### src/common/bist_pkg.sv
// Run control for the BIST wrapper. The pattern count per run is fixed at build time
// and the counter width must hold PATTERNS_PER_RUN

package bist_pkg;

    //////////////////////////////////////////////////
    // Run control
    //////////////////////////////////////////////////

    localparam int DATA_WIDTH       = 32; // Pattern, response and signature width
    localparam int PATTERNS_PER_RUN = 6;
    localparam int COUNT_WIDTH      = 3;  // Holds 0 to PATTERNS_PER_RUN

    typedef logic [COUNT_WIDTH-1:0] count_t;

    //////////////////////////////////////////////////
    // Sequencer state
    //////////////////////////////////////////////////

    typedef enum logic [1:0] {
        IDLE     = 2'b00, // Waiting for a host request
        GEN_VAL  = 2'b01, // Pattern offered to the circuit
        SEND_VAL = 2'b10  // Response sampled
    } seq_state_e;

    //////////////////////////////////////////////////
    // Host request and run result
    //////////////////////////////////////////////////

    typedef struct packed {
        logic [DATA_WIDTH-1:0] seed; // Zero selects the default seed
    } bist_req_t;

    typedef struct packed {
        logic [DATA_WIDTH-1:0] signature;
    } bist_result_t;

endpackage

### src/common/lfsr_pkg.sv
// Galois arithmetic for x^32+x^22+x^2+x+1, shifting right
// Compile after bist_pkg, which gives the word width

package lfsr_pkg;

    // One bit per polynomial term x^k at position k-1
    localparam logic [bist_pkg::DATA_WIDTH-1:0] LFSR_TAPS = 32'h8020_0003;

    // An all-zero state never leaves zero
    localparam logic [bist_pkg::DATA_WIDTH-1:0] LFSR_DEFAULT_SEED = 32'h0000_0001;

    // One Galois step. The feedback is the bit shifted out
    function automatic logic [bist_pkg::DATA_WIDTH-1:0] lfsr_step(
        input logic [bist_pkg::DATA_WIDTH-1:0] value
    );
        logic [bist_pkg::DATA_WIDTH-1:0] shifted;
        shifted = value >> 1;
        if (value[0]) begin
            shifted = shifted ^ LFSR_TAPS;
        end
        return shifted;
    endfunction

endpackage

### src/bist/bist_sequencer.sv
// Run sequencer with exactly PATTERNS_PER_RUN patterns per run
// Host requests are ignored unless the sequencer is idle

`timescale 1ns/1ps

module bist_sequencer (
    input  logic clk,
    input  logic reset,

    // Host handshake
    input  logic req_val,
    output logic req_rdy,

    // Circuit handshake
    output logic resq_val,
    input  logic resq_rdy,

    // Strobes to generator and compactor
    output logic start,
    output logic absorb,
    output logic finish
);

    bist_pkg::seq_state_e state;
    bist_pkg::seq_state_e next_state;
    bist_pkg::count_t     count;     // SEND_VAL cycles done this run
    logic                 last_pattern;

    //////////////////////////////////////////////////
    // Output decode
    //////////////////////////////////////////////////

    assign req_rdy  = (state == bist_pkg::IDLE);
    assign resq_val = (state == bist_pkg::GEN_VAL);
    assign absorb   = (state == bist_pkg::SEND_VAL);
    assign start    = req_val && req_rdy; // Accept condition

    // Count still excludes the SEND_VAL cycle in progress
    assign last_pattern = (count == bist_pkg::count_t'(bist_pkg::PATTERNS_PER_RUN - 1));
    assign finish       = absorb && last_pattern;

    //////////////////////////////////////////////////
    // Next state
    //////////////////////////////////////////////////

    always_comb begin
        next_state = state;
        case (state)
            bist_pkg::IDLE: begin
                if (start) begin
                    next_state = bist_pkg::GEN_VAL;
                end
            end
            bist_pkg::GEN_VAL: begin
                if (resq_rdy) begin // Hold under back-pressure
                    next_state = bist_pkg::SEND_VAL;
                end
            end
            bist_pkg::SEND_VAL: begin
                if (last_pattern) begin
                    next_state = bist_pkg::IDLE;
                end else begin
                    next_state = bist_pkg::GEN_VAL;
                end
            end
            default: begin
                next_state = bist_pkg::IDLE;
            end
        endcase
    end

    //////////////////////////////////////////////////
    // State and pattern counter
    //////////////////////////////////////////////////

    always_ff @(posedge clk) begin
        if (reset) begin
            state <= bist_pkg::IDLE;
        end else begin
            state <= next_state;
        end
    end

    always_ff @(posedge clk) begin
        if (reset) begin
            count <= '0;
        end else if (start) begin
            count <= '0; // New run
        end else if (absorb) begin
            count <= count + 1'b1;
        end
    end

endmodule

### src/bist/lfsr_pattern_gen.sv
// Pattern source for the circuit under test
// The pattern only moves on start or absorb so it is stable under back-pressure

`timescale 1ns/1ps

module lfsr_pattern_gen (
    input  logic                            clk,
    input  logic                            reset,
    input  logic                            start,
    input  logic                            absorb,
    input  bist_pkg::bist_req_t             seed_req,
    output logic [bist_pkg::DATA_WIDTH-1:0] pattern
);

    logic [bist_pkg::DATA_WIDTH-1:0] load_value;

    // A zero seed would lock the register at zero
    always_comb begin
        if (seed_req.seed == '0) begin
            load_value = lfsr_pkg::LFSR_DEFAULT_SEED;
        end else begin
            load_value = seed_req.seed;
        end
    end

    always_ff @(posedge clk) begin
        if (reset) begin
            pattern <= '0;
        end else if (start) begin
            pattern <= load_value;
        end else if (absorb) begin
            pattern <= lfsr_pkg::lfsr_step(pattern); // Next pattern after each response
        end
    end

endmodule

### src/bist/response_misr.sv
// Signature register folding one circuit response per absorb strobe
// The result holds after done until the next start clears it

`timescale 1ns/1ps

module response_misr (
    input  logic                            clk,
    input  logic                            reset,
    input  logic                            start,
    input  logic                            absorb,
    input  logic                            finish,
    input  logic [bist_pkg::DATA_WIDTH-1:0] response,
    output logic                            done,
    output bist_pkg::bist_result_t          result
);

    //////////////////////////////////////////////////
    // Signature
    //////////////////////////////////////////////////

    always_ff @(posedge clk) begin
        if (reset) begin
            result <= '0;
        end else if (start) begin
            result <= '0;
        end else if (absorb) begin
            result.signature <= lfsr_pkg::lfsr_step(result.signature) ^ response;
        end
    end

    //////////////////////////////////////////////////
    // Done pulse
    //////////////////////////////////////////////////

    // Lines up with the last signature update
    always_ff @(posedge clk) begin
        if (reset) begin
            done <= 1'b0;
        end else begin
            done <= finish;
        end
    end

endmodule

### src/source/bist_top.sv
// BIST wrapper top. The circuit under test sits outside on the resq ports
// and must hold its response through the SEND_VAL cycle after each transfer

`timescale 1ns/1ps

module bist_top (
    input  logic                            clk,
    input  logic                            reset,

    // Host
    input  logic                            req_val,
    output logic                            req_rdy,
    input  bist_pkg::bist_req_t             req,

    // Circuit under test
    output logic                            resq_val,
    input  logic                            resq_rdy,
    output logic [bist_pkg::DATA_WIDTH-1:0] pattern,
    input  logic [bist_pkg::DATA_WIDTH-1:0] response,

    // Result
    output logic                            done,
    output bist_pkg::bist_result_t          result
);

    logic start;
    logic absorb;
    logic finish;

    bist_sequencer u_sequencer (
        .clk      (clk),
        .reset    (reset),
        .req_val  (req_val),
        .req_rdy  (req_rdy),
        .resq_val (resq_val),
        .resq_rdy (resq_rdy),
        .start    (start),
        .absorb   (absorb),
        .finish   (finish)
    );

    lfsr_pattern_gen u_pattern_gen (
        .clk      (clk),
        .reset    (reset),
        .start    (start),
        .absorb   (absorb),
        .seed_req (req),
        .pattern  (pattern)
    );

    response_misr u_misr (
        .clk      (clk),
        .reset    (reset),
        .start    (start),
        .absorb   (absorb),
        .finish   (finish),
        .response (response),
        .done     (done),
        .result   (result)
    );

endmodule

### config.mk
export PLATFORM = sky130hd
export DESIGN_NAME = bist_top
export DESIGN_NICKNAME = d
export VERILOG_FILES = /design/src/common/bist_pkg.sv /design/src/common/lfsr_pkg.sv /design/src/bist/bist_sequencer.sv /design/src/bist/lfsr_pattern_gen.sv /design/src/bist/response_misr.sv /design/src/source/bist_top.sv
export SDC_FILE = /design/constraint.sdc
export NUM_CORES = 1
export LEC_CHECK = 0
export ABC_CLOCK_PERIOD_IN_PS = 1400
export CELL_PAD_IN_SITES_DETAIL_PLACEMENT = 1
export CELL_PAD_IN_SITES_GLOBAL_PLACEMENT = 2
export CORE_AREA = 5 5 103 105
export DETAILED_ROUTE_END_ITERATION = 16
export DIE_AREA = 0 0 108 110
export DONT_BUFFER_PORTS = 1
export PLACE_DENSITY = 0.83
export SLEW_MARGIN = 30
export SYNTH_ARGS = -nofsm -noshare
export SYNTH_HDL_FRONTEND = slang
export SYNTH_SLANG_ARGS = --single-unit
export TNS_END_PERCENT = 20
### constraint.sdc
create_clock -name clk -period 1.4 [get_ports clk]
set_input_delay 0.07 -clock clk [delete_from_list [all_inputs] [get_ports clk]]
set_output_delay 0.07 -clock clk [all_outputs]
set_load 0.02 [all_outputs]
==> metrics.txt <==
row count=36; worst relative slew slack=0.6985; crit path DAT=1560 ps; total congestion overflow=0; final wirelength=roughly 10 mm; die area=11,880 um2; worst-skew pair later-pin latency=340 ps; total global-route track usage=0.1750; Clock Path Buffers=2; post-synth net total=435; htree depth=3; Worst Hold Path Cells=2; most common cell after layout, fill and taps aside=nor2_1; post-route ant nets=0; Worst setup SP type=flip-flop; Synth Instances=365; placed cells=slightly below 500; min Tclk post-route=1319 ps; Avg Vias per Cell=5.054; vias in the first global route=3,186; Power Density=1219 nW/um2; reg2reg end=u_pattern_gen.pattern[21]; Sinks on Clock Net=70; Critical Path End Type=flip-flop; Worst-Margin Slew=451.6 ps; sw frac=0.2665; layout cells sized above 1=0.1818; internal power=3.963 mW; clk slew on worst S/H paths=80 ps; CTS tree=yes; Worst Path Required=1640 ps; global-route wire length before repair=16.09 mm; Hold Slack=25.11 ps; setup_tns=0 ps; cts bufs inserted=9; r2r worst-path depth=6; status=finished, final reports clean; commonest cells after routing, fill and taps aside=126 x nor2_1, 69 x dfxtp_1, 62 x dlygate4sd3_1, 36 x xnor2_1, 29 x nor4_1; Core ar.=9549 um2; final RePlAce weighted congestion=approximately 0.72; Post-Syn Area=3282 um2; fill cell count=1,092; DRT iter0 DRCs=137; critical path type=reg2reg; WL per Instance=between 15 and 20 um; DIE HEIGHT=around 110 um; final cell count without fillers=573; Tcrit/Tclk final=0.9424; Starting Density=0.3437; Yosys reg bits=70; Area Growth Syn to Fin=35.07%; Clock power frac=0.416; VDD IR max=about 0.53 mV; crit-path max FO=13; min-delay src=reset; Logic pwr share=0.146; Placed Instance Area=3475 um2; vias post-DR=2,896; ANT cells=0; # setup viols final=0; antenna violations before repair=0; Worst R2R Start=u_sequencer.state[1]; post-route cell area=4433 um2; total net switching power=between 1 and 1.5 mW; syn_area_per_cell=8.992 um2; final setup skew=8.926 ps; Sequential Power Share=0.438; Hold Crit Class=in2reg; maxcap violations=0; First-pass DRT Iterations=4; Leakage=1.603 nW; R2R Setup Slk=80 ps; RSZ-0062 raised after global routing=false; clk root buf=clkbuf_8; die width=108 um; HPWL Detailed=6.613 mm; Distinct cells, synth=29; Layout Nets=505; I/O pins=135; Yosys warnings=0; final hold viol count=0; largest net degree at the start of global routing=38; PortBufs=0; pins over their slew limit=0; Fmax=around 0.76 GHz; DRC=0; Hold Path Sink=u_sequencer.state[0]; sequential fraction of the synthesis area=0.4270; Final Total Pwr=5.402 mW
kinds of logic (layout without fill, tap and decap cells):
kind of cell,Yosys count,count (layout),share of synthesized area
adders and majority gates,2,2,0.007624
buffers and inverters,29,104,0.06367
and+or+nand+nor,185,185,0.2703
DFF,70,70,0.4270
xor gates and xnor gates,39,39,0.1041
AOI/OAI and AO/OA,40,40,0.1273
cell usage after synthesis:
master | n | share of area
nor2_1 | 126 | 0.14
dfxtp_1 | 70 | 0.43
xnor2_1 | 36 | 0.096
nor4_1 | 29 | 0.055
a211oi_2 | 26 | 0.099
buf_4 | 14 | 0.032
nor4_2 | 8 | 0.031
a211oi_1 | 6 | 0.014
buf_6 | 6 | 0.021
nand2_1 | 6 | 0.0069
clkbuf_1 | 5 | 0.0057
a21oi_1 | 4 | 0.0061
nor3_1 | 3 | 0.0046
xor2_1 | 3 | 0.0080
buf_2 | 2 | 0.0031
ha_1 | 2 | 0.0076
inv_1 | 2 | 0.0023
nand2b_1 | 2 | 0.0038
nand4_1 | 2 | 0.0038
nor2_2 | 2 | 0.0038
nor4bb_1 | 2 | 0.0061
o22ai_1 | 2 | 0.0038
and2_1 | 1 | 0.0019
and2b_1 | 1 | 0.0023
and3b_1 | 1 | 0.0027
nand2_2 | 1 | 0.0019
nor2b_2 | 1 | 0.0027
o211ai_1 | 1 | 0.0023
o21bai_1 | 1 | 0.0023
per-stage QoR:
step / setup WS (ps) / util
after CTS: 37.38 / 0.4603
after global routing: 0.2814 / 0.4642
final: 80.59 / 0.4642
after floorplan: 59.55 / -
after detailed placement: 64.10 / 0.3639
after global placement: 151.1 / 0.3639
worst max path at each step:
stage,start,slack [ps],cells after the start,to
final,u_sequencer.state[1],80,6,u_pattern_gen.pattern[21]
after global routing,u_sequencer.state[0],0.3,5,u_pattern_gen.pattern[7]
after CTS,u_sequencer.state[1],40,5,u_pattern_gen.pattern[4]
after detailed placement,u_sequencer.state[1],60,5,u_pattern_gen.pattern[4]
after global placement,u_sequencer.state[1],150,6,u_pattern_gen.pattern[31]
after floorplan,u_sequencer.state[0],60,7,u_misr.result[10]
what timing repair did:
action                     in CTS  in global routing
setup endpoints to repair       0                 17
setup buffers                   0                  1
hold endpoints to repair       64                  0
hold buffers                   63                  0
gates resized for setup         0                  2
flip-flops by register name (all words and copies together) (netlist names):
register,count
u_misr.result,32
u_pattern_gen.pattern,32
u_sequencer.count,3
u_sequencer.state,2
u_misr.done,1
metal layers:
metal / wire length (um) / track usage / up-vias
met5: 0 / 0 / -
met4: 259 / 0.08296 / 0
met3: 936 / 0.07571 / 20
met1: 3936 / 0.1818 / 1383
li1: - / - / 1386
met2: 5226 / 0.3051 / 107
power groups by stage:
stage	combinational [mW]	clock, mW	sequential [mW]
2_1_floorplan	0.478	0	2.38
3_3_place_gp	0.581	0	2.41
3_5_place_dp	0.598	0	2.42
4_1_cts	0.774	2.31	2.37
5_1_grt	0.867	2.40	2.39
6_report	0.791	2.25	2.37
cell type report:
type	instances	area [um2]	share of cell area
sequential	70	1403	0.3164
clock inverter	5	128.9	0.02907
tap	133	166.4	0.03754
timing repair buffer	86	897.1	0.2024
inverter	2	7.507	0.001693
clock buffer	11	151.4	0.03415
multi-input combinational	266	1679	0.3788
critical path, stage by stage, from the launching register on:
cell	delay, ps
dfxtp_2	390
buf_4	140
nor2_1	50
nor2_2	140
buf_6	180
o22ai_1	100
nor3_1	230
(Power assumes the default switching activity.)
